<file path="src/verilog/cpc_pkg.sv">
/*
 * CPC expansion package
 * Boot slot map, MF2 addresses and shadow locations, and the loader,
 * CPU and MF2 RAM bus types shared by the loader and the Multiface Two
 */
package cpc_pkg;

	////////////////////////////////////////
	// Loader and boot image map
	localparam int BANK_W      = 2;
	localparam int BOOT_ADDR_W = 23;	// One 8 MB SDRAM bank
	localparam int PAGE_W      = 9;		// Top bit picks the upper-ROM half
	localparam int ROM_SLOTS   = 256;

	localparam logic [PAGE_W-1:0] PAGE_OS        = 9'h000;
	localparam logic [PAGE_W-1:0] PAGE_BASIC     = 9'h100;
	localparam logic [PAGE_W-1:0] PAGE_AMSDOS    = 9'h107;
	localparam logic [PAGE_W-1:0] PAGE_MF2       = 9'h0FF;
	localparam logic [PAGE_W-1:0] PAGE_BAD_EXT   = 9'h1EE;	// Unused page, bad extension
	localparam logic [PAGE_W-1:0] PAGE_COMBO_END = 9'h1FF;

	localparam logic [7:0] IDX_ROM = 8'd0;
	localparam logic [7:0] IDX_EXT = 8'd3;

	////////////////////////////////////////
	// Multiface Two
	localparam int MF2_RAM_AW = 13;

	localparam logic [15:0] MF2_NMI_ADDR  = 16'h0066;
	localparam logic [15:0] MF2_HIDE_ADDR = 16'h0065;
	localparam logic [15:0] MF2_PORT_BASE = 16'hFEE8;	// Bit 1 selects FEEA

	// Where the hardware registers are mirrored in MF2 RAM
	localparam logic [MF2_RAM_AW-1:0] MF2_SH_PEN          = 13'h1FCF;
	localparam logic [MF2_RAM_AW-1:0] MF2_SH_BORDER       = 13'h1FDF;
	localparam logic [MF2_RAM_AW-1:0] MF2_SH_PALETTE_BASE = 13'h1F90;
	localparam logic [MF2_RAM_AW-1:0] MF2_SH_MODE         = 13'h1FEF;
	localparam logic [MF2_RAM_AW-1:0] MF2_SH_BANK         = 13'h1FFF;
	localparam logic [MF2_RAM_AW-1:0] MF2_SH_CRTC_SEL     = 13'h1CFF;
	localparam logic [MF2_RAM_AW-1:0] MF2_SH_CRTC_BASE    = 13'h1DB0;
	localparam logic [MF2_RAM_AW-1:0] MF2_SH_PPI          = 13'h17FF;
	localparam logic [MF2_RAM_AW-1:0] MF2_SH_UROM         = 13'h1AAC;

	typedef enum logic [1:0] {
		MF2_ENABLED  = 2'd0,
		MF2_HIDDEN   = 2'd1,
		MF2_DISABLED = 2'd2
	} mf2_mode_e;

	////////////////////////////////////////
	// Bus types
	typedef struct packed {
		logic        download;
		logic [7:0]  index;
		logic [15:0] file_ext;	// Last two characters of the extension
	} dl_ctrl_t;

	// Loader address, seen as a ROM slot or as an expansion page offset
	typedef union packed {
		struct packed {
			logic [10:0] slot;
			logic [13:0] offset;
		} rom_v;
		struct packed {
			logic [2:0]  spare;
			logic [7:0]  page_ofs;
			logic [13:0] offset;
		} ext_v;
	} dl_addr_u;

	typedef struct packed {
		logic     wr;
		dl_addr_u addr;
		logic [7:0] data;
	} dl_write_t;

	typedef struct packed {
		logic                   wr;
		logic [BOOT_ADDR_W-1:0] addr;
		logic [BANK_W-1:0]      bank;
		logic [7:0]             data;
	} boot_wr_t;

	typedef struct packed {
		logic [15:0] addr;
		logic [7:0]  dout;
		logic        mem_rd;
		logic        mem_wr;
		logic        io_wr;
		logic        m1;
	} cpu_bus_t;

	typedef struct packed {
		logic                  we;
		logic [MF2_RAM_AW-1:0] addr;
		logic [7:0]            data;
	} mf2_wr_t;

endpackage
</file>
<file path="src/verilog/mf2_store_map.sv">
/*
 * MF2 register shadow map
 * Picks the MF2 RAM location that mirrors each gate-array, CRTC,
 * 8255 or upper-ROM write
 */
`timescale 1ns/1ps

module mf2_store_map (
	input  logic                              clk_sys,
	input  logic                              reset,
	input  cpc_pkg::cpu_bus_t                 cpu_i,
	output logic [cpc_pkg::MF2_RAM_AW-1:0]    store_addr_o
);

	logic [4:0] pen_index;
	logic [3:0] crtc_reg;
	logic       ga_pen_wr;
	logic       crtc_sel_wr;

	assign ga_pen_wr   = cpu_i.io_wr & (cpu_i.addr[15:8] == 8'h7F) & (cpu_i.dout[7:6] == 2'b00);
	assign crtc_sel_wr = cpu_i.io_wr & (cpu_i.addr[15:8] == 8'hBC);

	// Indices for the later colour and CRTC data writes
	always_ff @(posedge clk_sys) begin
		if (reset) begin
			pen_index <= '0;
			crtc_reg  <= '0;
		end else begin
			if (ga_pen_wr) pen_index <= cpu_i.dout[4:0];
			if (crtc_sel_wr) crtc_reg <= cpu_i.dout[3:0];
		end
	end

	always_comb begin
		store_addr_o = '0;	// Not a shadowed port
		case (cpu_i.addr[15:8])
			8'h7F: begin
				case (cpu_i.dout[7:6])
					2'b00: store_addr_o = cpc_pkg::MF2_SH_PEN;
					2'b01: begin
						if (pen_index[4])
							store_addr_o = cpc_pkg::MF2_SH_BORDER;
						else
							store_addr_o = {cpc_pkg::MF2_SH_PALETTE_BASE[12:4], pen_index[3:0]};
					end
					2'b10: store_addr_o = cpc_pkg::MF2_SH_MODE;
					default: store_addr_o = cpc_pkg::MF2_SH_BANK;
				endcase
			end
			8'hBC: store_addr_o = cpc_pkg::MF2_SH_CRTC_SEL;
			8'hBD: store_addr_o = {cpc_pkg::MF2_SH_CRTC_BASE[12:4], crtc_reg};
			8'hF7: store_addr_o = cpc_pkg::MF2_SH_PPI;	// 8255 control
			8'hDF: store_addr_o = cpc_pkg::MF2_SH_UROM;
			default: store_addr_o = '0;
		endcase
	end

endmodule

</file>
<file path="config.mk">
export PLATFORM = sky130hd
export DESIGN_NAME = mf2_store_map
export DESIGN_NICKNAME = d
export VERILOG_FILES = /design/src/verilog/cpc_pkg.sv /design/src/verilog/mf2_store_map.sv
export SDC_FILE = /design/constraint.sdc
export NUM_CORES = 1
export LEC_CHECK = 0
export BUFFER_PORTS_ARGS = -buffer_cell sky130_fd_sc_hd__buf_2
export CORE_MARGIN = 2
export CORE_UTILIZATION = 25
export CTS_BUF_LIST = sky130_fd_sc_hd__clkbuf_4 sky130_fd_sc_hd__clkbuf_8
export CTS_CLUSTER_DIAMETER = 100
export DETAILED_ROUTE_END_ITERATION = 7
export PLACE_DENSITY = 0.6
export RECOVER_POWER = 100
export SYNTH_ARGS = -nofsm -noshare
export SYNTH_HDL_FRONTEND = slang
export SYNTH_SLANG_ARGS = --single-unit
</file>
<file path="constraint.sdc">
create_clock -name clk_sys -period 1.2 [get_ports clk_sys]
set_input_delay 0.06 -clock clk_sys [delete_from_list [all_inputs] [get_ports clk_sys]]
set_output_delay 0.06 -clock clk_sys [all_outputs]
set_load 0.01 [all_outputs]
</file>
==> results.yml <==
critical_path:
  crit_required_ps: 1140
  max_stage_delay_ps: 400
  worstRegToRegCells: 2
  cp_max_fo: 5
  crit_chain: "or3b_4 -> o211ai_1 -> nand4_1 -> buf_2"
  start_kind: "register"
  crit_type: "register to primary output"
  endpoint_kind: "primary output"
  reg2reg_slack_ps: 580
  cp_slowest_cell: "or3b_4"
  cp.arrival_ps: 1420
outcome:
  status: "finished, violations left"
  violations: "negative setup slack"
global_routing:
  grt_use_met3: 0.0371
  first_global_vias: 770
  met1_usage: 0.168
  grt_util_all_layers: 0.128
  busiest_layer: "met2"
  grt_max_degree: 15
  antenna_found_initial: 0
  grtUsageMet2: 0.212
  grt_pass1_wl_microns: 3450
  grt_overflow: 0
logic_synthesis:
  synthCells: 97
  synth_edf_count: 0
  synthTopCellsByCount: "nand2b_1 (10), dfxtp_1 (9), nand2_1 (8), nand3_1 (8), nand4_1 (8)"
  syn_nets: 127
  synth_top_cell_area_share: 0.236
  synth.most_common_cell: "nand2b_1"
  synthArstFlopShare: 0
  synth_flop_cell: "dfxtp_1"
  ys_seq_area_frac: 0.236
  ys_ff_latch: 9
  synthTopCellsByArea: "dfxtp_1 (24%), nand2b_1 (8.2%), mux2i_1 (6.6%)"
  ys_types: 31
  yosys.area.top_type: "dfxtp_1"
  yosys_warnings: 0
  synthesis.area_sq_um: 763
  syn_avg_cell_area_sq_um: 7.87
sta:
  setup_ws_ps: -280
  relSlewSlack: 0.693
  period_minus_slack_ps: 1480
  setup-violations-final: 5
  drv_slew: 0
  rsz0062_at_grt: "yes"
  hold_viol: 0
  fmax_ghz: 0.676
  max_slew.worst_pin.slew_ps: 455
  setup_tns_ps: -1100
  skew_ps: 0
  fin_crit_sh: 1.23
final_layout:
  utilization: 0.346
  fillers: 325
  stdcell_area_sq_mm: 0.00103
  largest_reg_flops: 5
  layout-drive-gt1-share: 0.348
  syn_to_final_growth_pct: 35.1
  nets: 169
  n_antenna_cell: 0
  final-instance-count-excl-fill: 171
clock_tree:
  clkLatencyLatePin_ps: 250
  cts_tree: "yes"
  htree_levels: 1
  clock_sinks: 9
  clkTransAtPathRegs_ps: 60
  clock_path_buffers: 2
  root_buffer: "clkbuf_4"
  cts_inserted_buffers: 3
floorplanning:
  die_w_microns: 59.3
  rows: 20
  io_pins: 43
  initial_utilization: 0.256
  coreArea_sq_mm: 0.00298
  die_h_microns: 59.3
  dieArea_sq_mm: 0.00351
power_and_ir_drop:
  combPwrFrac: 0.216
  internal_power_uw: 519
  vdd_drop_max_mv: 0.499
  power_switching_uw: 179
  leakage_nw: 0.463
  seq_power_share: 0.428
  p_clk_frac: 0.356
  power_density_mw_per_mm2: 677
  swShare: 0.257
placed_design:
  placed_area_sq_mm: 0.00100
  dp_hpwl_microns: 1800
  placed_cells: 166
  io_buffers: 30
  place_congestion: 0.904
min_path:
  hold_depth: 3
  hold_class: "primary input to register"
route:
  avgRoutedWirePerCell_microns: 12.7
  drc: 0
  routed_wl_microns: 2170
  num_vias: 878
  drt-pass1-iter-count: 4
  ant_nets: 0
  drtIter0Drc: 14
  vias_per_cell: 5.13
run:
  drv_cap: 0
-- repair_timing --
action,4_1_cts,5_1_grt
setup buffers,1,0
gates resized for setup,2,0
hold buffers,0,0
setup endpoints to repair,5,5
cloned,0,0
pin swaps,3,0
-- area by class of cell --
cell class	count	area, sq um	share of cell area
repair buffers	44	246	0.239
multi-input cells	79	526	0.510
well taps	33	41.3	0.0400
clock buffers	4	30.0	0.0291
inverters	2	7.51	0.00728
flip-flops and latches	9	180	0.175
-- stage by stage --
step	setup WS [ps]	total power [mW]	hold slack [ps]
2_1_floorplan	20.4	0.372	212
3_3_place_gp	-119	0.451	343
3_5_place_dp	-149	0.455	340
4_1_cts	-304	0.712	70.1
5_1_grt	-345	0.748	79.2
6_report	-280	0.698	70.9
-- worst max-delay path, delay by kind of cell (launching register included) --
kind	cells	cell delay, ps
AND/OR/NAND/NOR	2	510
buffers and inverters	1	160
AO/OA/AOI/OAI	1	190
flip-flops	1	310
-- cells by family (layout without fill, tap and decap cells) --
| family | Yosys count | count (layout) | share of synthesized area |
|---|---|---|---|
| xor+xnor | 1 | 1 | 0.0115 |
| flops | 9 | 9 | 0.236 |
| mux | 5 | 5 | 0.0656 |
| compound gates | 21 | 21 | 0.170 |
| buf+inv | 9 | 50 | 0.0770 |
| simple gates | 52 | 52 | 0.439 |
-- worst paths after layout --
kind | to | startpoint
worst min-delay path | pen_index[4]$_SDFFE_PP0P_ | cpu_i[8]
worst max register to register | crtc_reg[3]$_SDFFE_PP0P_ | crtc_reg[3]$_SDFFE_PP0P_
worst min register to register | crtc_reg[1]$_SDFFE_PP0P_ | crtc_reg[1]$_SDFFE_PP0P_
worst max-delay path | store_addr_o[3] | pen_index[4]$_SDFFE_PP0P_
-- power groups by stage --
stage	clock, mW	combinational [mW]	sequential, mW
global placement	0	0.145	0.306
finish	0.248	0.151	0.299
CTS	0.259	0.154	0.299
floorplan	0	0.0668	0.306
detailed placement	0	0.149	0.306
global route	0.284	0.165	0.299
-- cell usage in the layout (no fill, tap or decap) --
cell type / n
clkbuf_1: 5
nand4_1: 8
nand2b_1: 10
a22oi_1: 1
nor2b_1: 1
nand2_1: 8
and4bb_2: 1
or3b_4: 1
a21oi_1: 6
o31ai_1: 5
and2b_1: 1
clkbuf_2: 2
o211ai_1: 4
nand3_1: 7
nor3b_1: 1
and4b_1: 2
mux2i_1: 5
nand4bb_1: 1
or4b_1: 1
or2_2: 1
nor2_1: 4
o21ai_1: 1
and4_1: 3
buf_2: 24
inv_1: 2
nor4b_2: 1
dfxtp_1: 9
xor2_1: 1
o21ai_0: 4
buf_4: 13
nand3_2: 1
clkbuf_4: 4
-- routing by layer --
metal,vias up,wire (microns),part of all wire
met5,-,0,0
met4,0,0,0
met3,0,67,0.031
met2,9,1100,0.51
met1,421,998,0.46
li1,448,-,-
No activity file was read; power rests on OpenSTA's default activity.
