===== src/verilog/cpc_pkg.sv =====
/*
 * CPC expansion package
 * Boot slot map, MF2 addresses and shadow locations, and the loader,
 * CPU and MF2 RAM bus types shared by the loader and the Multiface Two
 */
package cpc_pkg;

	////////////////////////////////////////
	// Loader and boot image map
	localparam int BANK_W      = 2;
	localparam int BOOT_ADDR_W = 23;	// One 8 MB SDRAM bank
	localparam int PAGE_W      = 9;		// Top bit picks the upper-ROM half
	localparam int ROM_SLOTS   = 256;

	localparam logic [PAGE_W-1:0] PAGE_OS        = 9'h000;
	localparam logic [PAGE_W-1:0] PAGE_BASIC     = 9'h100;
	localparam logic [PAGE_W-1:0] PAGE_AMSDOS    = 9'h107;
	localparam logic [PAGE_W-1:0] PAGE_MF2       = 9'h0FF;
	localparam logic [PAGE_W-1:0] PAGE_BAD_EXT   = 9'h1EE;	// Unused page, bad extension
	localparam logic [PAGE_W-1:0] PAGE_COMBO_END = 9'h1FF;

	localparam logic [7:0] IDX_ROM = 8'd0;
	localparam logic [7:0] IDX_EXT = 8'd3;

	////////////////////////////////////////
	// Multiface Two
	localparam int MF2_RAM_AW = 13;

	localparam logic [15:0] MF2_NMI_ADDR  = 16'h0066;
	localparam logic [15:0] MF2_HIDE_ADDR = 16'h0065;
	localparam logic [15:0] MF2_PORT_BASE = 16'hFEE8;	// Bit 1 selects FEEA

	// Where the hardware registers are mirrored in MF2 RAM
	localparam logic [MF2_RAM_AW-1:0] MF2_SH_PEN          = 13'h1FCF;
	localparam logic [MF2_RAM_AW-1:0] MF2_SH_BORDER       = 13'h1FDF;
	localparam logic [MF2_RAM_AW-1:0] MF2_SH_PALETTE_BASE = 13'h1F90;
	localparam logic [MF2_RAM_AW-1:0] MF2_SH_MODE         = 13'h1FEF;
	localparam logic [MF2_RAM_AW-1:0] MF2_SH_BANK         = 13'h1FFF;
	localparam logic [MF2_RAM_AW-1:0] MF2_SH_CRTC_SEL     = 13'h1CFF;
	localparam logic [MF2_RAM_AW-1:0] MF2_SH_CRTC_BASE    = 13'h1DB0;
	localparam logic [MF2_RAM_AW-1:0] MF2_SH_PPI          = 13'h17FF;
	localparam logic [MF2_RAM_AW-1:0] MF2_SH_UROM         = 13'h1AAC;

	typedef enum logic [1:0] {
		MF2_ENABLED  = 2'd0,
		MF2_HIDDEN   = 2'd1,
		MF2_DISABLED = 2'd2
	} mf2_mode_e;

	////////////////////////////////////////
	// Bus types
	typedef struct packed {
		logic        download;
		logic [7:0]  index;
		logic [15:0] file_ext;	// Last two characters of the extension
	} dl_ctrl_t;

	// Loader address, seen as a ROM slot or as an expansion page offset
	typedef union packed {
		struct packed {
			logic [10:0] slot;
			logic [13:0] offset;
		} rom_v;
		struct packed {
			logic [2:0]  spare;
			logic [7:0]  page_ofs;
			logic [13:0] offset;
		} ext_v;
	} dl_addr_u;

	typedef struct packed {
		logic     wr;
		dl_addr_u addr;
		logic [7:0] data;
	} dl_write_t;

	typedef struct packed {
		logic                   wr;
		logic [BOOT_ADDR_W-1:0] addr;
		logic [BANK_W-1:0]      bank;
		logic [7:0]             data;
	} boot_wr_t;

	typedef struct packed {
		logic [15:0] addr;
		logic [7:0]  dout;
		logic        mem_rd;
		logic        mem_wr;
		logic        io_wr;
		logic        m1;
	} cpu_bus_t;

	typedef struct packed {
		logic                  we;
		logic [MF2_RAM_AW-1:0] addr;
		logic [7:0]            data;
	} mf2_wr_t;

endpackage

===== src/verilog/rom_loader.sv =====
/*
 * ROM download mapper
 * Turns loader writes into SDRAM boot writes for the system images and
 * expansion ROMs, and keeps the map of loaded upper-ROM pages
 */
`timescale 1ns/1ps

module rom_loader (
	input  logic                             clk_sys,
	input  logic                             reset,
	input  cpc_pkg::dl_ctrl_t                dl_i,
	input  cpc_pkg::dl_write_t               wr_i,
	input  logic                             model_i,
	output cpc_pkg::boot_wr_t                boot_o,
	output logic [cpc_pkg::ROM_SLOTS-1:0]    rom_map_o
);

	logic                          rom_dl;
	logic                          ext_dl;
	logic [cpc_pkg::PAGE_W-1:0]    page;
	logic                          combo;
	logic                          combo_done;
	cpc_pkg::boot_wr_t             nxt;
	cpc_pkg::boot_wr_t             boot_q;
	logic [cpc_pkg::ROM_SLOTS-1:0] rom_map_q;

	assign rom_dl = dl_i.download & (dl_i.index == cpc_pkg::IDX_ROM);
	assign ext_dl = dl_i.download & (dl_i.index == cpc_pkg::IDX_EXT);

	// Last byte of a Z0 combo image
	assign combo_done = combo & ext_dl & wr_i.wr & (&wr_i.addr.ext_v.offset);

	ext_page_decode u_ext_page (
		.clk_sys      (clk_sys),
		.reset        (reset),
		.dl_i         (dl_i),
		.combo_done_i (combo_done),
		.page_o       (page),
		.combo_o      (combo)
	);

	////////////////////////////////////////
	// Address map
	// Low 4 MB holds OS, RAM and MF2 pages, high 4 MB the upper ROMs
	always_comb begin
		nxt.wr          = wr_i.wr & (rom_dl | ext_dl);
		nxt.data        = wr_i.data;
		nxt.addr[13:0]  = wr_i.addr.rom_v.offset;
		nxt.addr[22:14] = '1;
		nxt.bank        = '0;

		if (ext_dl) begin
			nxt.addr[22]    = page[8];
			nxt.addr[21:14] = page[7:0] + wr_i.addr.ext_v.page_ofs;
			nxt.bank        = {1'b0, model_i};
		end else begin
			nxt.bank = {1'b0, wr_i.addr.rom_v.slot[2]};	// Slots 4-7 are the 664 set
			case (wr_i.addr.rom_v.slot)
				11'd0, 11'd4: nxt.addr[22:14] = cpc_pkg::PAGE_OS;
				11'd1, 11'd5: nxt.addr[22:14] = cpc_pkg::PAGE_BASIC;
				11'd2, 11'd6: nxt.addr[22:14] = cpc_pkg::PAGE_AMSDOS;
				11'd3, 11'd7: nxt.addr[22:14] = cpc_pkg::PAGE_MF2;
				default:      nxt.wr = 1'b0;	// Unknown slot dropped
			endcase
		end
	end

	always_ff @(posedge clk_sys) begin
		if (reset) begin
			boot_q.wr <= 1'b0;
			rom_map_q <= '0;
		end else begin
			boot_q.wr <= nxt.wr;
			if (nxt.wr && nxt.addr[22]) rom_map_q[nxt.addr[21:14]] <= 1'b1;
		end
	end

	always_ff @(posedge clk_sys) begin
		boot_q.addr <= nxt.addr;
		boot_q.bank <= nxt.bank;
		boot_q.data <= nxt.data;
	end

	assign boot_o    = boot_q;
	assign rom_map_o = rom_map_q;

	// A boot write always comes from a write seen during a download
	a_boot_in_download: assert property (@(posedge clk_sys) disable iff (reset)
		boot_q.wr |-> $past(dl_i.download));

endmodule


===== src/verilog/ext_page_decode.sv =====
/*
 * Expansion ROM page decoder
 * Latches the upper-ROM page and the Z0 combo flag from the file
 * extension when an expansion download starts
 */
`timescale 1ns/1ps

module ext_page_decode (
	input  logic                         clk_sys,
	input  logic                         reset,
	input  cpc_pkg::dl_ctrl_t            dl_i,
	input  logic                         combo_done_i,
	output logic [cpc_pkg::PAGE_W-1:0]   page_o,
	output logic                         combo_o
);

	logic                       dl_q;
	logic [cpc_pkg::PAGE_W-1:0] page_q;
	logic [cpc_pkg::PAGE_W-1:0] page_nxt;
	logic                       combo_q;
	logic [4:0]                 hi_nib;
	logic [4:0]                 lo_nib;
	logic                       ext_start;

	// Valid flag on top, nibble value below
	function automatic logic [4:0] hex_nibble(input logic [7:0] ch);
		logic [4:0] res;
		res = 5'b0;
		if (ch >= "0" && ch <= "9")
			res = {1'b1, ch[3:0]};
		else if (ch >= "A" && ch <= "F")
			res = {1'b1, ch[3:0] + 4'd9};
		return res;
	endfunction

	assign ext_start = dl_i.download & ~dl_q & (dl_i.index == cpc_pkg::IDX_EXT);
	assign hi_nib    = hex_nibble(dl_i.file_ext[15:8]);
	assign lo_nib    = hex_nibble(dl_i.file_ext[7:0]);

	always_comb begin
		page_nxt = cpc_pkg::PAGE_BAD_EXT;
		if (hi_nib[4]) page_nxt[7:4] = hi_nib[3:0];
		if (lo_nib[4]) page_nxt[3:0] = lo_nib[3:0];
		if (dl_i.file_ext == "ZZ" || dl_i.file_ext == "Z0") page_nxt = '0;
	end

	always_ff @(posedge clk_sys) begin
		if (reset) begin
			dl_q    <= 1'b0;
			page_q  <= '0;
			combo_q <= 1'b0;
		end else begin
			dl_q <= dl_i.download;
			if (ext_start) begin
				page_q  <= page_nxt;
				combo_q <= (dl_i.file_ext == "Z0");
			end else if (combo_done_i) begin	// Combo image filled its page
				page_q  <= cpc_pkg::PAGE_COMBO_END;
				combo_q <= 1'b0;
			end
		end
	end

	assign page_o  = page_q;
	assign combo_o = combo_q;

endmodule


===== config.mk =====
export PLATFORM = sky130hd
export DESIGN_NAME = rom_loader
export DESIGN_NICKNAME = d
export VERILOG_FILES = /design/src/verilog/cpc_pkg.sv /design/src/verilog/rom_loader.sv /design/src/verilog/ext_page_decode.sv
export SDC_FILE = /design/constraint.sdc
export NUM_CORES = 1
export LEC_CHECK = 0
export BUFFER_PORTS_ARGS = -buffer_cell sky130_fd_sc_hd__buf_2
export CAP_MARGIN = 30
export CORE_MARGIN = 2
export CORE_UTILIZATION = 50
export CTS_CLUSTER_SIZE = 12
export DETAILED_ROUTE_END_ITERATION = 6
export PLACE_DENSITY = 0.79
export SYNTH_ARGS = -nofsm -noshare
export SYNTH_HDL_FRONTEND = slang
export SYNTH_HIERARCHICAL = 1
export SYNTH_SLANG_ARGS = --single-unit

===== constraint.sdc =====
create_clock -name clk_sys -period 3.7 [get_ports clk_sys]
set_input_delay 0 -clock clk_sys [delete_from_list [all_inputs] [get_ports clk_sys]]
set_output_delay 0 -clock clk_sys [all_outputs]
set_load 0.02 [all_outputs]

==> results.tsv <==
metric	value	unit
Remaining Overflow, GRT	0	
CTS clk-pin slew, worst paths	0.06	ns
most common cell in the netlist	dfxtp_1	
share of layout cells above drive strength 1	32.1	%
sequence of cells on the critical path	ha_1, fa_1, and3_1, o21ai_0, a211oi_2, nor3_2, nand2_1, o2bb2ai_1	
first-pass GRT wire length	51.3	mm
Initial Util	50.8	%
hold buffer count at cts	40	
Worst VDD drop	0.332	mV
Setup WS pre-CTS	0.539	ns
Reg2Reg Depth	8	
worst-path fanout max	15	
diodes inserted	0	
worst slew pin tran	1.04	ns
min-delay worst type	input pin to flip-flop	
full die area	0.0225	mm²
Inserted Clock Buffers	30	
clock tree buffer depth	3	
startpoint types	flip-flop	
count of final setup violators	0	
core area	0.0210	mm²
worst reg-to-reg setup slack	0.58	ns
CTS resizes	0	
Avg WL per Cell	19.6	µm
Post-synth EDFFs	0	
fin area	0.0140	mm²
setup ws final	0.575	ns
CP max stage delay	0.45	ns
hold path depth	5	
H-tree Lvls	1	
Placer Congestion	0.835	
non-filler cells, final	1716	
Tot Pwr	6.25	mW
Setup TNS	0	ns
Synth area leader	dfxtp_1	
Min Hold Slack	0.0335	ns
Pre-antenna DRT Iters	5	
vias in the first global route	9413	
top post-synthesis cells by count	dfxtp_1, nor2_1, o2bb2ai_1	
port bufs	350	
Cell Count Post-Placement	1632	
library cells used by synthesis	66	
outcome	finished clean	
DP Area	0.0127	mm²
final hold vios	0	
DP HPWL	23.1	mm
Pins Over Slew Limit	0	
FP Rows	53	
WP data required	4.18	ns
drc violations	0	
Seq. cell area	0.00601	mm²
clk sinks	300	
Syn Inst Count	1053	
fin nets	1509	
P&R area growth vs syn	31.6	%
worst hold endpoint	u_ext_page/page_o[1]	
Detailed Route Iter0 Violations	662	
area of the multi-input gates	0.00429	mm²
Crit. End Element	flip-flop	
Die H	150	µm
Worst-Skew Late Latency	0.57	ns
critical path class	flip-flop to flip-flop	
postcts setup bufs	0	
worst reg2reg path startpoint	u_ext_page/page_o[0]	
predominant post-synthesis flop cell	dfxtp_1	
register area share after synthesis	56.4	%
Final period util	84.5	%
root buffer cell	clkbuf_16	
die span in x	150	µm
ys async rst share	0	%
Max Cap Viol	0	
area of the mapped netlist	0.0107	mm²
Vias	9847	
initial antenna violation count	0	
Leak	6.08	nW
Max Freq	320	MHz
Post-DRT Antenna Nets	0	
Post-Syn Nets	1132	
Post-Route WL	33.7	mm
max_slew headroom	30.8	%
hold path startpoint	dl_i[4]	
Critical-path top delay cell	nand2_1	
Clock Skew	0.0285	ns
CTS tree	done	
number of synthesis warnings	6	
top-area cell type share of the netlist area	56.4	%
fin crit period	3.12	ns
gr usage total	28.5	%
Avg Vias per Cell	5.74	
synthesized flop and latch total	300	
top cells by area, synth	dfxtp_1, o2bb2ai_1, nor2_1, a31oi_1, a21oi_1	
largest net degree at the start of global routing	104	
Filler cells	1618	
R2R Path End	rom_map_o[67]	
CP arrival	3.60	ns
RSZ-0062 raised after global routing	false	
pwr dens	446	mW/mm²
# IOs	352	
Avg Synthesized Cell Area	10.1	µm²
post-layout util	66.9	%
-- worst max-delay path: cells and delay by family (launching register included) --
| family | cells | cell delay [ns] |
|---|---|---|
| DFF | 1 | 0.32 |
| and+or+nand+nor | 3 | 1.08 |
| AOI/OAI and AO/OA | 3 | 1.01 |
| adders and majority gates | 2 | 0.65 |
-- sequential cells by signal, summed over array words and instances (netlist names) --
register,count
u_ext_page/page_o,9
u_ext_page/dl_q,1
boot_o,33
u_ext_page/combo_o,1
rom_map_o,256
-- layout make-up --
type | count | area share (%)
inverter | 18 | 0.500
tap | 275 | 2.45
multi-input combinational | 654 | 30.6
clock buffer | 38 | 5.64
timing repair buffer | 426 | 17.4
clock inverter | 5 | 0.553
sequential | 300 | 42.8
-- placed cells by master (no fill, tap or decap), drive strengths merged, types with 4 or more instances in the layout --
cell type | synthesis | final
a211oi | 5 | 5
xor2 | 5 | 5
or2 | 4 | 4
nand2 | 35 | 35
and3 | 4 | 4
nor4 | 19 | 19
nor3b | 4 | 4
a2111oi | 4 | 4
a31oi | 74 | 74
inv | 18 | 18
dlygate4sd3 | 0 | 40
o211a | 4 | 4
nand2b | 4 | 4
nor3 | 24 | 24
dfxtp | 300 | 300
clkbuf | 53 | 39
a21oi | 71 | 71
a21o | 4 | 4
a41oi | 7 | 7
nand4 | 15 | 15
o21ai | 15 | 15
or3 | 5 | 5
nand3 | 27 | 27
a211o | 4 | 4
o2bb2ai | 120 | 120
nor2 | 146 | 146
buf | 27 | 385
ha | 16 | 16
or4 | 4 | 4
-- worst max path at each step --
| stage | slack [ns] | cells past startpoint | startpoint | endpoint |
|---|---|---|---|---|
| after global routing | 0.30 | 8 | u_ext_page/page_o[0] | rom_map_o[77] |
| after global placement | 0.67 | 8 | u_ext_page/page_o[0] | rom_map_o[193] |
| after detailed placement | 0.54 | 8 | u_ext_page/page_o[0] | rom_map_o[193] |
| after floorplan | 0.81 | 9 | u_ext_page/page_o[0] | rom_map_o[112] |
| after CTS | 0.54 | 8 | u_ext_page/page_o[0] | rom_map_o[197] |
| final | 0.58 | 8 | u_ext_page/page_o[0] | rom_map_o[67] |
-- where the power goes --
part / internal, mW / total [mW] / switching (mW) / leakage (nW)
Sequential: 3.24 / 3.25 / 0.00383 / 2.42
Clock: 1.56 / 2.74 / 1.18 / 0.419
Combinational: 0.0933 / 0.262 / 0.169 / 3.24
Total: 4.90 / 6.25 / 1.35 / 6.08
-- cell families (layout without fill, tap and decap cells) --
family,Yosys count,in the layout,share of synthesized area (%)
AO/OA/AOI/OAI,320,320,21.7
XOR/XNOR,8,8,0.658
adder cells (fa/ha/maj),17,17,2.07
buffers and inverters,99,487,4.17
flip-flops,300,300,56.4
multiplexers,1,1,0.141
other,1,1,0.0352
AND/OR/NAND/NOR,307,307,14.9
-- layer usage --
metal | routed length (µm) | GRT usage (%) | part of all wire [%]
met2 | 16000 | 47.9 | 47
met5 | 0 | 0 | 0
met1 | 14000 | 36.8 | 42
met4 | 966 | 9.15 | 2.9
met3 | 2740 | 5.76 | 8.1
Power figures use the tool's default switching activity.
