==> src/verilog/cpc_pkg.sv <==
/*
 * CPC expansion package
 * Boot slot map, MF2 addresses and shadow locations, and the loader,
 * CPU and MF2 RAM bus types shared by the loader and the Multiface Two
 */
package cpc_pkg;

	////////////////////////////////////////
	// Loader and boot image map
	localparam int BANK_W      = 2;
	localparam int BOOT_ADDR_W = 23;	// One 8 MB SDRAM bank
	localparam int PAGE_W      = 9;		// Top bit picks the upper-ROM half
	localparam int ROM_SLOTS   = 256;

	localparam logic [PAGE_W-1:0] PAGE_OS        = 9'h000;
	localparam logic [PAGE_W-1:0] PAGE_BASIC     = 9'h100;
	localparam logic [PAGE_W-1:0] PAGE_AMSDOS    = 9'h107;
	localparam logic [PAGE_W-1:0] PAGE_MF2       = 9'h0FF;
	localparam logic [PAGE_W-1:0] PAGE_BAD_EXT   = 9'h1EE;	// Unused page, bad extension
	localparam logic [PAGE_W-1:0] PAGE_COMBO_END = 9'h1FF;

	localparam logic [7:0] IDX_ROM = 8'd0;
	localparam logic [7:0] IDX_EXT = 8'd3;

	////////////////////////////////////////
	// Multiface Two
	localparam int MF2_RAM_AW = 13;

	localparam logic [15:0] MF2_NMI_ADDR  = 16'h0066;
	localparam logic [15:0] MF2_HIDE_ADDR = 16'h0065;
	localparam logic [15:0] MF2_PORT_BASE = 16'hFEE8;	// Bit 1 selects FEEA

	// Where the hardware registers are mirrored in MF2 RAM
	localparam logic [MF2_RAM_AW-1:0] MF2_SH_PEN          = 13'h1FCF;
	localparam logic [MF2_RAM_AW-1:0] MF2_SH_BORDER       = 13'h1FDF;
	localparam logic [MF2_RAM_AW-1:0] MF2_SH_PALETTE_BASE = 13'h1F90;
	localparam logic [MF2_RAM_AW-1:0] MF2_SH_MODE         = 13'h1FEF;
	localparam logic [MF2_RAM_AW-1:0] MF2_SH_BANK         = 13'h1FFF;
	localparam logic [MF2_RAM_AW-1:0] MF2_SH_CRTC_SEL     = 13'h1CFF;
	localparam logic [MF2_RAM_AW-1:0] MF2_SH_CRTC_BASE    = 13'h1DB0;
	localparam logic [MF2_RAM_AW-1:0] MF2_SH_PPI          = 13'h17FF;
	localparam logic [MF2_RAM_AW-1:0] MF2_SH_UROM         = 13'h1AAC;

	typedef enum logic [1:0] {
		MF2_ENABLED  = 2'd0,
		MF2_HIDDEN   = 2'd1,
		MF2_DISABLED = 2'd2
	} mf2_mode_e;

	////////////////////////////////////////
	// Bus types
	typedef struct packed {
		logic        download;
		logic [7:0]  index;
		logic [15:0] file_ext;	// Last two characters of the extension
	} dl_ctrl_t;

	// Loader address, seen as a ROM slot or as an expansion page offset
	typedef union packed {
		struct packed {
			logic [10:0] slot;
			logic [13:0] offset;
		} rom_v;
		struct packed {
			logic [2:0]  spare;
			logic [7:0]  page_ofs;
			logic [13:0] offset;
		} ext_v;
	} dl_addr_u;

	typedef struct packed {
		logic     wr;
		dl_addr_u addr;
		logic [7:0] data;
	} dl_write_t;

	typedef struct packed {
		logic                   wr;
		logic [BOOT_ADDR_W-1:0] addr;
		logic [BANK_W-1:0]      bank;
		logic [7:0]             data;
	} boot_wr_t;

	typedef struct packed {
		logic [15:0] addr;
		logic [7:0]  dout;
		logic        mem_rd;
		logic        mem_wr;
		logic        io_wr;
		logic        m1;
	} cpu_bus_t;

	typedef struct packed {
		logic                  we;
		logic [MF2_RAM_AW-1:0] addr;
		logic [7:0]            data;
	} mf2_wr_t;

endpackage
==> src/verilog/mf2_control.sv <==
/*
 * Multiface Two control
 * NMI request, paging enable and hidden state, with ROM and RAM
 * selects for the lower 16 KB
 */
`timescale 1ns/1ps

module mf2_control (
	input  logic                clk_sys,
	input  logic                reset,
	input  cpc_pkg::cpu_bus_t   cpu_i,
	input  logic                key_nmi_i,
	input  cpc_pkg::mf2_mode_e  mode_i,
	output logic                nmi_o,
	output logic                rom_en_o,
	output logic                ram_sel_o
);

	logic nmi_q;
	logic en_q;
	logic hidden_q;
	logic disabled;
	logic port_wr;
	logic nmi_fetch;
	logic hide_fetch;

	assign disabled   = (mode_i == cpc_pkg::MF2_DISABLED);
	assign port_wr    = cpu_i.io_wr & ((cpu_i.addr & ~16'h0002) == cpc_pkg::MF2_PORT_BASE);
	assign nmi_fetch  = cpu_i.m1 & (cpu_i.addr == cpc_pkg::MF2_NMI_ADDR);
	assign hide_fetch = cpu_i.m1 & (cpu_i.addr == cpc_pkg::MF2_HIDE_ADDR);

	always_ff @(posedge clk_sys) begin
		if (reset) begin
			nmi_q    <= 1'b0;
			en_q     <= 1'b0;
			hidden_q <= (mode_i != cpc_pkg::MF2_ENABLED);
		end else begin
			if (key_nmi_i && !en_q && !disabled) nmi_q <= 1'b1;

			// CPU takes the NMI, page the MF2 in
			if (nmi_q && nmi_fetch) begin
				en_q     <= 1'b1;
				hidden_q <= 1'b0;
				nmi_q    <= 1'b0;
			end
			if (en_q && hide_fetch) hidden_q <= 1'b1;

			if (port_wr) en_q <= ~cpu_i.addr[1] & ~hidden_q & ~disabled;	// FEE8 on, FEEA off
		end
	end

	assign nmi_o     = nmi_q;
	assign rom_en_o  = en_q & (cpu_i.addr[15:13] == 3'b000);
	assign ram_sel_o = en_q & (cpu_i.addr[15:13] == 3'b001);

	// Pending NMI and active paging exclude each other
	a_nmi_not_paged: assert property (@(posedge clk_sys) disable iff (reset)
		nmi_q |-> !en_q);

endmodule

==> config.mk <==
export PLATFORM = sky130hd
export DESIGN_NAME = mf2_control
export DESIGN_NICKNAME = d
export VERILOG_FILES = /design/src/verilog/cpc_pkg.sv /design/src/verilog/mf2_control.sv
export SDC_FILE = /design/constraint.sdc
export NUM_CORES = 1
export LEC_CHECK = 0
export ABC_CLOCK_PERIOD_IN_PS = 950
export BUFFER_PORTS_ARGS = -buffer_cell sky130_fd_sc_hd__buf_2
export CAP_MARGIN = 20
export CORE_AREA = 2 2 39 41
export CTS_CLUSTER_DIAMETER = 40
export DETAILED_ROUTE_END_ITERATION = 10
export DIE_AREA = 0 0 41 43
export PLACE_DENSITY_LB_ADDON = 0.2
export SYNTH_ARGS = -nofsm -noshare
export SYNTH_HDL_FRONTEND = slang
export SYNTH_SLANG_ARGS = --single-unit
==> constraint.sdc <==
create_clock -name clk_sys -period 0.95 [get_ports clk_sys]
set_input_delay 0.0475 -clock clk_sys [delete_from_list [all_inputs] [get_ports clk_sys]]
set_output_delay 0.0475 -clock clk_sys [all_outputs]
set_load 0.005 [all_outputs]
==> flow_metrics.tcl, run 1 <==
set metrics [dict create \
    p_comb_share_pct 23.3 \
    drive_gt1_share_pct 67.7 \
    hp-start "reset" \
    cp.arrival_ns 1.01 \
    std_cell_rows 14 \
    finalSetupTns_ns -0.209 \
    yosys_warnings 0 \
    grt-ovfl-total 0 \
    synth-seq-cells 3 \
    p_leak_nw 0.232 \
    switching_share_pct 23.7 \
    grt_pass1_vias 356 \
    synth_adder_area_share_pct 0 \
    critPathRequiredTime_ns 0.90 \
    place_congestion 0.751 \
    vias 400 \
    cp-end-kind "output port" \
    wl_per_cell_um 12.0 \
    async_reset_ff_share_pct 0 \
    status "complete, but fails checks" \
    final_common_cell "buf_2" \
    die_h_um 43 \
    worst_pin_slew_ns 0.263 \
    drcViolationCount 0 \
    clkSinkCount 3 \
    crit_path_start "en_q$_SDFFE_PP0P_" \
    netlist_instances 29 \
    htree_levels 1 \
    powerDensity_mw_per_mm2 947 \
    path_class "reg2out" \
    coreArea_mm2 0.00138 \
    synth_area_um2 270 \
    clk_latency_ns 0.23 \
    muxShareOfSynthArea_pct 0 \
    grt_first_pass_wirelength_um 1350 \
    hp-class "in2reg" \
    post-route-period-util_pct 112 \
    antenna_found_initial 0 \
    max_cap_violations 0 \
    syn_avg_cell_area_um2 9.32 \
    drt_wl_total_um 969 \
    seqPwrFrac_pct 30.2 \
    cts.root.buffer_cell "clkbuf_4" \
    cp-start-kind "register" \
    critical_path.max_fanout 3 \
    fin_cells 81 \
    synth_flop_cell "dfxtp_1" \
    syn-num-nets 62 \
    design.die.area_mm2 0.00176 \
    timing.fmax_mhz 942 \
    io_buffers 25 \
    cts_tree "built" \
    track_usage_pct 11.8 \
    hold_violations 0 \
    synth_xor_area_share_pct 0 \
    min_period_ns 1.06 \
    internal_power_mw 0.365 \
    layout_common_cells "buf_2, buf_4, nor4b_2, clkbuf_4" \
    ys_types 22 \
    r2r-start "en_q$_SDFFE_PP0P_" \
    power.switching_mw 0.114 \
    antenna_cells 0 \
    synth_edf_count 1 \
    skew_ns 0.00427 \
    numCtsBuffers 3 \
    violations "setup timing" \
    yosysSeqAreaShare_pct 25.9 \
    grt_setup_unrepaired "true" \
    slew_headroom_pct 82.3 \
    area_delta_synth_final_pct 87.0 \
    drt_iter0_drc 5 \
    clk_pin_slew_worst_paths_ns 0.03 \
    vias_per_cell 4.94 \
    synth_top_family_by_area "simple AND/OR/NAND/NOR gates" \
    drv_slew 0 \
    fin_ws_ns -0.112 \
    placedCellCount 75 \
    ant_nets 0 \
    finalSetupViolCount 3 \
    dp_hpwl_um 816 \
    power.share.clock_pct 46.5 \
    hold_buffers 0 \
    num_io_pins 36 \
    drtPass1Iterations 4 \
    start_util_pct 19.5 \
    clock_path_buffers 2 \
    fillCellCount 155 \
    ir_drop_mv 0.529 \
    final_nets 99 \
    synthSimpleGateAreaFrac_pct 51.9 \
    grt_max_degree 6 \
    synth_compound_area_share_pct 20.8 \
    die_w_um 41 \
]
## worst max-delay path, stage by stage (launching register included)
cell and delay, ns:
dfxtp_2 0.34, inv_2 0.05, nor4_1 0.23, buf_2 0.16
## per-layer routing
layer  global-route usage [%]  vias to the layer above  part of all wire (%)
li1                         -                      193                     -
met1                     8.65                      182                    35
met2                     22.8                       25                    53
met3                     4.71                        0                    12
met4                     6.00                        0                     0
met5                        0                        -                     0
## power by group through the flow
stage	Clock, mW	Sequential, mW	Combinational, mW
after global routing	0.252	0.145	0.122
after global placement	0	0.147	0.111
after detailed placement	0	0.147	0.111
final	0.222	0.145	0.112
after floorplan	0	0.147	0.0291
after CTS	0.238	0.145	0.113
## state kept, by name, indices dropped and copies added (netlist names)
| register | flops |
|---|---|
| en_q | 1 |
| hidden_q | 1 |
| nmi_o | 1 |
## metrics by stage
step / instance area [um2] / total power, mW / setup WS [ns] / hold slack (ns) / utilization, %
5_1_grt: 505 / 0.520 / -0.164 / 0.0499 / 36.5
6_report: 505 / 0.479 / -0.112 / 0.0611 / 36.5
2_1_floorplan: 275 / 0.176 / -0.0148 / 0.119 / -
4_1_cts: 498 / 0.495 / -0.0852 / 0.0452 / 36.0
3_3_place_gp: 458 / 0.258 / -0.128 / 0.301 / 33.1
3_5_place_dp: 458 / 0.258 / -0.135 / 0.291 / 33.1
## cells in the mapped netlist, types with 2 or more instances
master   n  area share (%)
nor4b_2  2              11
nor2_1   2             2.8
and4b_1  2             7.4
dfxtp_1  2              15
nand2_1  2             2.8
and4_1   2             6.5
nor3_1   2             3.7
## worst paths after layout
kind,to,slack [ns],cells past startpoint
worst max-delay path,rom_en_o,-0.11,3
worst min-delay path,nmi_o$_SDFFE_PP0P_,0.06,2
worst max register to register,hidden_q$_DFFE_PP_,-0.04,3
worst min register to register,en_q$_SDFFE_PP0P_,0.51,1
## what timing repair did
| action | in CTS | in global routing |
|---|---|---|
| buffers inserted | 1 | 1 |
| endpoints found under the setup margin | 3 | 4 |
| cloned | 0 | 0 |
| endpoints found under the hold margin | 0 | 0 |
| resized for setup | 2 | 0 |
| pin swaps | 4 | 1 |
## cell type report
class                   count  area, um2  share of cell area [%]
multi-input cells          25        205                    40.6
repair buffers             32        178                    35.1
flip-flops and latches      3       72.6                    14.4
clock buffers               4       26.3                    5.20
well taps                  16       20.0                    3.96
inverters                   1       3.75                   0.743
## cell families (layout without fill, tap and decap cells)
logic type | Yosys count | after routing
flip-flops | 3 | 3
buffers and inverters | 1 | 37
AO/OA/AOI/OAI | 7 | 7
AND/OR/NAND/NOR | 18 | 18
No activity file was read; power rests on OpenSTA's default activity.
==> run 2, diff against run 1 <==
SETUP_SLACK_MARGIN = 0.3   (was default)
==> run 2 against run 1 <==
The flow still finishes with violations (setup timing). Via count fell by 2.0%. Global-route usage rose by 0.61 points. Sequential power barely moved. Setup slack got worse by 0.024 ns. Register-to-register slack got worse by 0.07 ns. Cell area rose by 18%. Power rose by 6.4%. Count of clock-buffer cells in the layout did not move. Non-clock buffer count rose by 2. Critical endpoint is now ram_sel_o. Largest power group unchanged.
==> flow_metrics.tcl, run 2 (synthesized netlist as in run 1, its figures left out) <==
set metrics [dict create \
    status "complete, but fails checks" \
    violations "setup timing" \
    coreArea_mm2 0.00138 \
    start_util_pct 19.5 \
    clk_latency_ns 0.23 \
    io_buffers 25 \
    hp-class "in2reg" \
    drt_wl_total_um 961 \
    final_nets 101 \
    hold_violations 0 \
    path_class "reg2out" \
    cpMaxStageDelayCell "dfxtp_2" \
    p_leak_nw 0.268 \
    grt_first_pass_wirelength_um 1420 \
    grtUsageMet3_pct 3.14 \
    fillCellCount 143 \
    drtPass1Iterations 4 \
    grt_use_met2_pct 20.0 \
    cp-start-kind "register" \
    cp-end-kind "output port" \
    hold_end "nmi_o$_SDFFE_PP0P_" \
    clk_pin_slew_worst_paths_ns 0.04 \
    htree_levels 1 \
    r2r-end "hidden_q$_DFFE_PP_" \
    cts.root.buffer_cell "clkbuf_4" \
    max_cap_violations 0 \
    drcViolationCount 0 \
    grt_setup_unrepaired "true" \
    grt_max_degree 6 \
    placedCellCount 77 \
    antenna_found_initial 0 \
    drive_gt1_share_pct 73.1 \
    multi_input_area_um2 241 \
    cp_cell_sequence "buf_4 -> inv_2 -> nor4b_2 -> buf_2" \
    ff2ff_setup_slack_ns -0.11 \
    timing.fmax_mhz 921 \
    grt_pass1_vias 395 \
    die_w_um 41 \
    fin_cells 83 \
    hp-start "reset" \
    place_congestion 0.737 \
    finalSetupViolCount 4 \
    grt-ovfl-total 0 \
    worst_pin_slew_ns 0.221 \
    min_period_ns 1.09 \
    seq_area_um2 72.6 \
    hold_buffers 0 \
    area_delta_synth_final_pct 120 \
    min_path_cells 2 \
    rr_worst_depth 4 \
    track_usage_pct 12.4 \
    vias_per_cell 4.72 \
    ir_drop_mv 0.417 \
    design.die.area_mm2 0.00176 \
    dp_hpwl_um 792 \
    final_common_cell "buf_2" \
    busiest_layer "met2" \
    numCtsBuffers 3 \
    die_h_um 43 \
    path_buf_inv 3 \
    drv_slew 0 \
    drt_iter0_drc 5 \
    wl_per_cell_um 11.6 \
    std_cell_rows 14 \
    cp.arrival_ns 1.04 \
    skew_ns 0.000588 \
    antenna_cells 0 \
    post-route-period-util_pct 114 \
    critPathMaxStageDelay_ns 0.31 \
    cts_tree "built" \
    num_io_pins 36 \
    vias 392 \
    ant_nets 0 \
    r2r-start "en_q$_SDFFE_PP0P_" \
    layout_common_cells "buf_2, buf_4, buf_6, clkbuf_4" \
    fin_total_pwr_mw 0.509 \
    critPathRequiredTime_ns 0.90 \
    clock_path_buffers 2 \
    fin_ws_ns -0.136 \
    gr-usage-met1_pct 12.5 \
    slew_headroom_pct 85.1 \
    critical_path.max_fanout 3 \
    cpLargestDelayFamily "flip-flops" \
    powerDensity_mw_per_mm2 855 \
    clkSinkCount 3 \
]
## run 2: cell types whose count changed in the layout (fill, tap and decap cells not counted)
cell | before | now
buf_2 | 25 | 20
buf_4 | 7 | 8
buf_6 | 0 | 5
buf_8 | 0 | 1
nor2_1 | 2 | 1
nor2_4 | 0 | 1
nor3_1 | 2 | 1
nor3_2 | 0 | 1
nor4_1 | 1 | 0
nor4_2 | 0 | 1
nor4b_2 | 3 | 1
nor4b_4 | 0 | 2
## run 2: power by group
part           internal, mW  switching, mW
sequential            0.142        0.00308
clock                 0.157         0.0626
combinational        0.0896         0.0551
total                 0.388          0.121
## run 2: layout make-up
type | count | area share (%)
clock buffers | 4 | 4.41
repair buffers | 34 | 38.9
well taps | 16 | 3.36
multi-input cells | 25 | 40.5
inverters | 1 | 0.630
flip-flops and latches | 3 | 12.2
## run 2: metal layers
metal | wire [um] | part of all wire [%] | vias to the layer above
met5 | 0 | 0 | -
met4 | 0 | 0 | 0
met3 | 110 | 11 | 0
met2 | 489 | 51 | 20
met1 | 360 | 37 | 175
li1 | - | - | 197
## run 2: what timing repair did
item                                    CTS  global route
buffers inserted                          1             1
endpoints found under the setup margin    7             7
pin swaps                                 3             4
resized for setup                         6             9
## run 2: how the worst max path moves through the flow
stage	endpoint	slack, ns	from	cells past startpoint
after CTS	ram_sel_o	-0.15	en_q$_SDFFE_PP0P_	4
after global placement	hidden_q$_DFFE_PP_	-0.17	cpu_i[15]	4
final	ram_sel_o	-0.14	en_q$_SDFFE_PP0P_	4
after detailed placement	hidden_q$_DFFE_PP_	-0.19	cpu_i[15]	4
after global routing	ram_sel_o	-0.20	en_q$_SDFFE_PP0P_	4
after floorplan	hidden_q$_DFFE_PP_	-0.01	en_q$_SDFFE_PP0P_	3
## run 2: stage by stage
stage,instance area (um2),TNS (ns),worst slack (ns),hold slack [ns],util (%)
3_3_place_gp,503,-0.508,-0.165,0.293,36.3
4_1_cts,559,-0.349,-0.149,0.0408,40.4
5_1_grt,596,-0.569,-0.197,0.0522,43.0
3_5_place_dp,503,-0.532,-0.191,0.290,36.3
2_1_floorplan,305,-0.0147,-0.0147,0.117,-
6_report,596,-0.293,-0.136,0.0488,43.0
==> run 3, diff against run 2 <==
RECOVER_POWER = 25   (was default)
==> run 3 against run 2 <==
The flow still finishes with violations (setup timing). Setup slack unchanged. Maximum frequency unchanged. Power fell by 0.14%. Highest routed layer unchanged. Sequential share of layout area fell by 0.18 points. Critical endpoint unchanged. Global-route usage did not move. Non-clock buffer count unchanged. Worst hold slack better by 0.0074 ns. Sequential power about the same. Register-to-register slack is essentially flat. Routed wire length unchanged.
==> flow_metrics.tcl, run 3 (synthesized netlist as in run 1, its figures left out) <==
set metrics [dict create \
    fin_ws_ns -0.136 \
    ff2ff_setup_slack_ns -0.11 \
    area_delta_synth_final_pct 120 \
    rr_worst_depth 4 \
    start_util_pct 19.5 \
    crit_path_start "en_q$_SDFFE_PP0P_" \
    antenna_found_initial 0 \
    ant_nets 0 \
    p_leak_nw 0.267 \
    cp_cell_sequence "buf_4 -> inv_2 -> nor4b_2 -> buf_2" \
    vias 392 \
    violations "setup timing" \
    cp.arrival_ns 1.04 \
    drtPass1Iterations 4 \
    r2r-end "hidden_q$_DFFE_PP_" \
    drt_wl_total_um 961 \
    r2r-start "en_q$_SDFFE_PP0P_" \
    fillCellCount 144 \
    powerDensity_mw_per_mm2 856 \
    final_area_um2 594 \
    place_congestion 0.737 \
    io_buffers 25 \
    grt_first_pass_wirelength_um 1420 \
    cts_tree "built" \
    max_cap_violations 0 \
    cp-start-kind "register" \
    htree_levels 1 \
    fin_total_pwr_mw 0.509 \
    dpl-instance-area_um2 503 \
    clk_pin_slew_worst_paths_ns 0.04 \
    hold_violations 0 \
    cts.root.buffer_cell "clkbuf_4" \
    clock_path_buffers 2 \
    cp-end-kind "output port" \
    crit_end "ram_sel_o" \
    timing.fmax_mhz 921 \
    coreArea_mm2 0.00138 \
    drive_gt1_share_pct 71.6 \
    slew_headroom_pct 85.1 \
    worst_pin_slew_ns 0.221 \
    num_io_pins 36 \
    dp_hpwl_um 792 \
    skew_ns 0.000588 \
    antenna_cells 0 \
    critPathMaxStageDelay_ns 0.31 \
    grt-ovfl-total 0 \
    wl_per_cell_um 11.6 \
    min_period_ns 1.09 \
    drcViolationCount 0 \
    critical_path.max_fanout 3 \
    hold_ws_ns 0.0562 \
    die_w_um 41 \
    status "complete, but fails checks" \
    final_nets 101 \
    clkSinkCount 3 \
    critPathRequiredTime_ns 0.90 \
    path_class "reg2out" \
    drv_slew 0 \
    track_usage_pct 12.4 \
    die_h_um 43 \
    ir_drop_mv 0.416 \
    hold_buffers 0 \
    cpMaxStageDelayCell "dfxtp_2" \
    post-route-period-util_pct 114 \
    grt_setup_unrepaired "true" \
    finalSetupViolCount 4 \
    final_common_cell "buf_2" \
    vias_per_cell 4.72 \
    clk_latency_ns 0.23 \
    hp-class "in2reg" \
    grt_pass1_vias 395 \
    min_path_cells 2 \
    drt_iter0_drc 5 \
    std_cell_rows 14 \
    numCtsBuffers 3 \
    design.die.area_mm2 0.00176 \
    grt_max_degree 6 \
    layout_common_cells "buf_2, buf_4, buf_6, clkbuf_4" \
]
run 3: cell count changes in the layout (fill, tap and decap cells not counted):
cell     change
dfxtp_1      +1
dfxtp_2      -1
run 3: through the flow:
step	setup TNS (ns)	std cells	util (%)	worst slack [ns]
after floorplan	-0.0147	29	-	-0.0147
after global placement	-0.508	77	36.3	-0.165
after detailed placement	-0.532	77	36.3	-0.191
after CTS	-0.349	82	40.4	-0.149
after global routing	-0.574	83	42.9	-0.197
final	-0.293	83	42.9	-0.136
run 3: area by class of cell:
type | count | area, um2 | area share (%)
Multi-Input combinational cell | 25 | 241 | 40.6
Tap cell | 16 | 20.0 | 3.37
Timing Repair Buffer | 34 | 231 | 38.9
Sequential cell | 3 | 71.3 | 12.0
Inverter | 1 | 3.75 | 0.632
Clock buffer | 4 | 26.3 | 4.42
run 3: how the worst min path moves through the flow:
| stage | startpoint | to | slack [ns] |
|---|---|---|---|
| final | reset | nmi_o$_SDFFE_PP0P_ | 0.06 |
| after global routing | reset | nmi_o$_SDFFE_PP0P_ | 0.06 |
| after CTS | reset | nmi_o$_SDFFE_PP0P_ | 0.04 |
| after detailed placement | reset | nmi_o$_SDFFE_PP0P_ | 0.29 |
| after global placement | reset | nmi_o$_SDFFE_PP0P_ | 0.29 |
| after floorplan | reset | nmi_o$_SDFFE_PP0P_ | 0.12 |
run 3: routing by layer:
metal,global-route usage (%),wire length [um],up-vias
met2,20.0,489,20
met5,0,0,-
met3,3.14,110,0
li1,-,-,197
met4,10.0,0,0
met1,12.5,360,175
run 3: power breakdown:
| group | switching (mW) | total (mW) | internal [mW] |
|---|---|---|---|
| clock | 0.0626 | 0.220 | 0.157 |
| combinational | 0.0551 | 0.145 | 0.0896 |
| sequential | 0.00308 | 0.144 | 0.141 |
run 3: repair_timing:
item / 4_1_cts / 5_1_grt
pin swaps: 3 / 4
buffers inserted: 1 / 1
endpoints found under the setup margin: 7 / 7
resized for setup: 6 / 9
run 3: critical path, delay by kind of cell (launching register included):
family	cells	cell delay [ns]
flops	1	0.31
buf+inv	3	0.30
simple gates	1	0.20
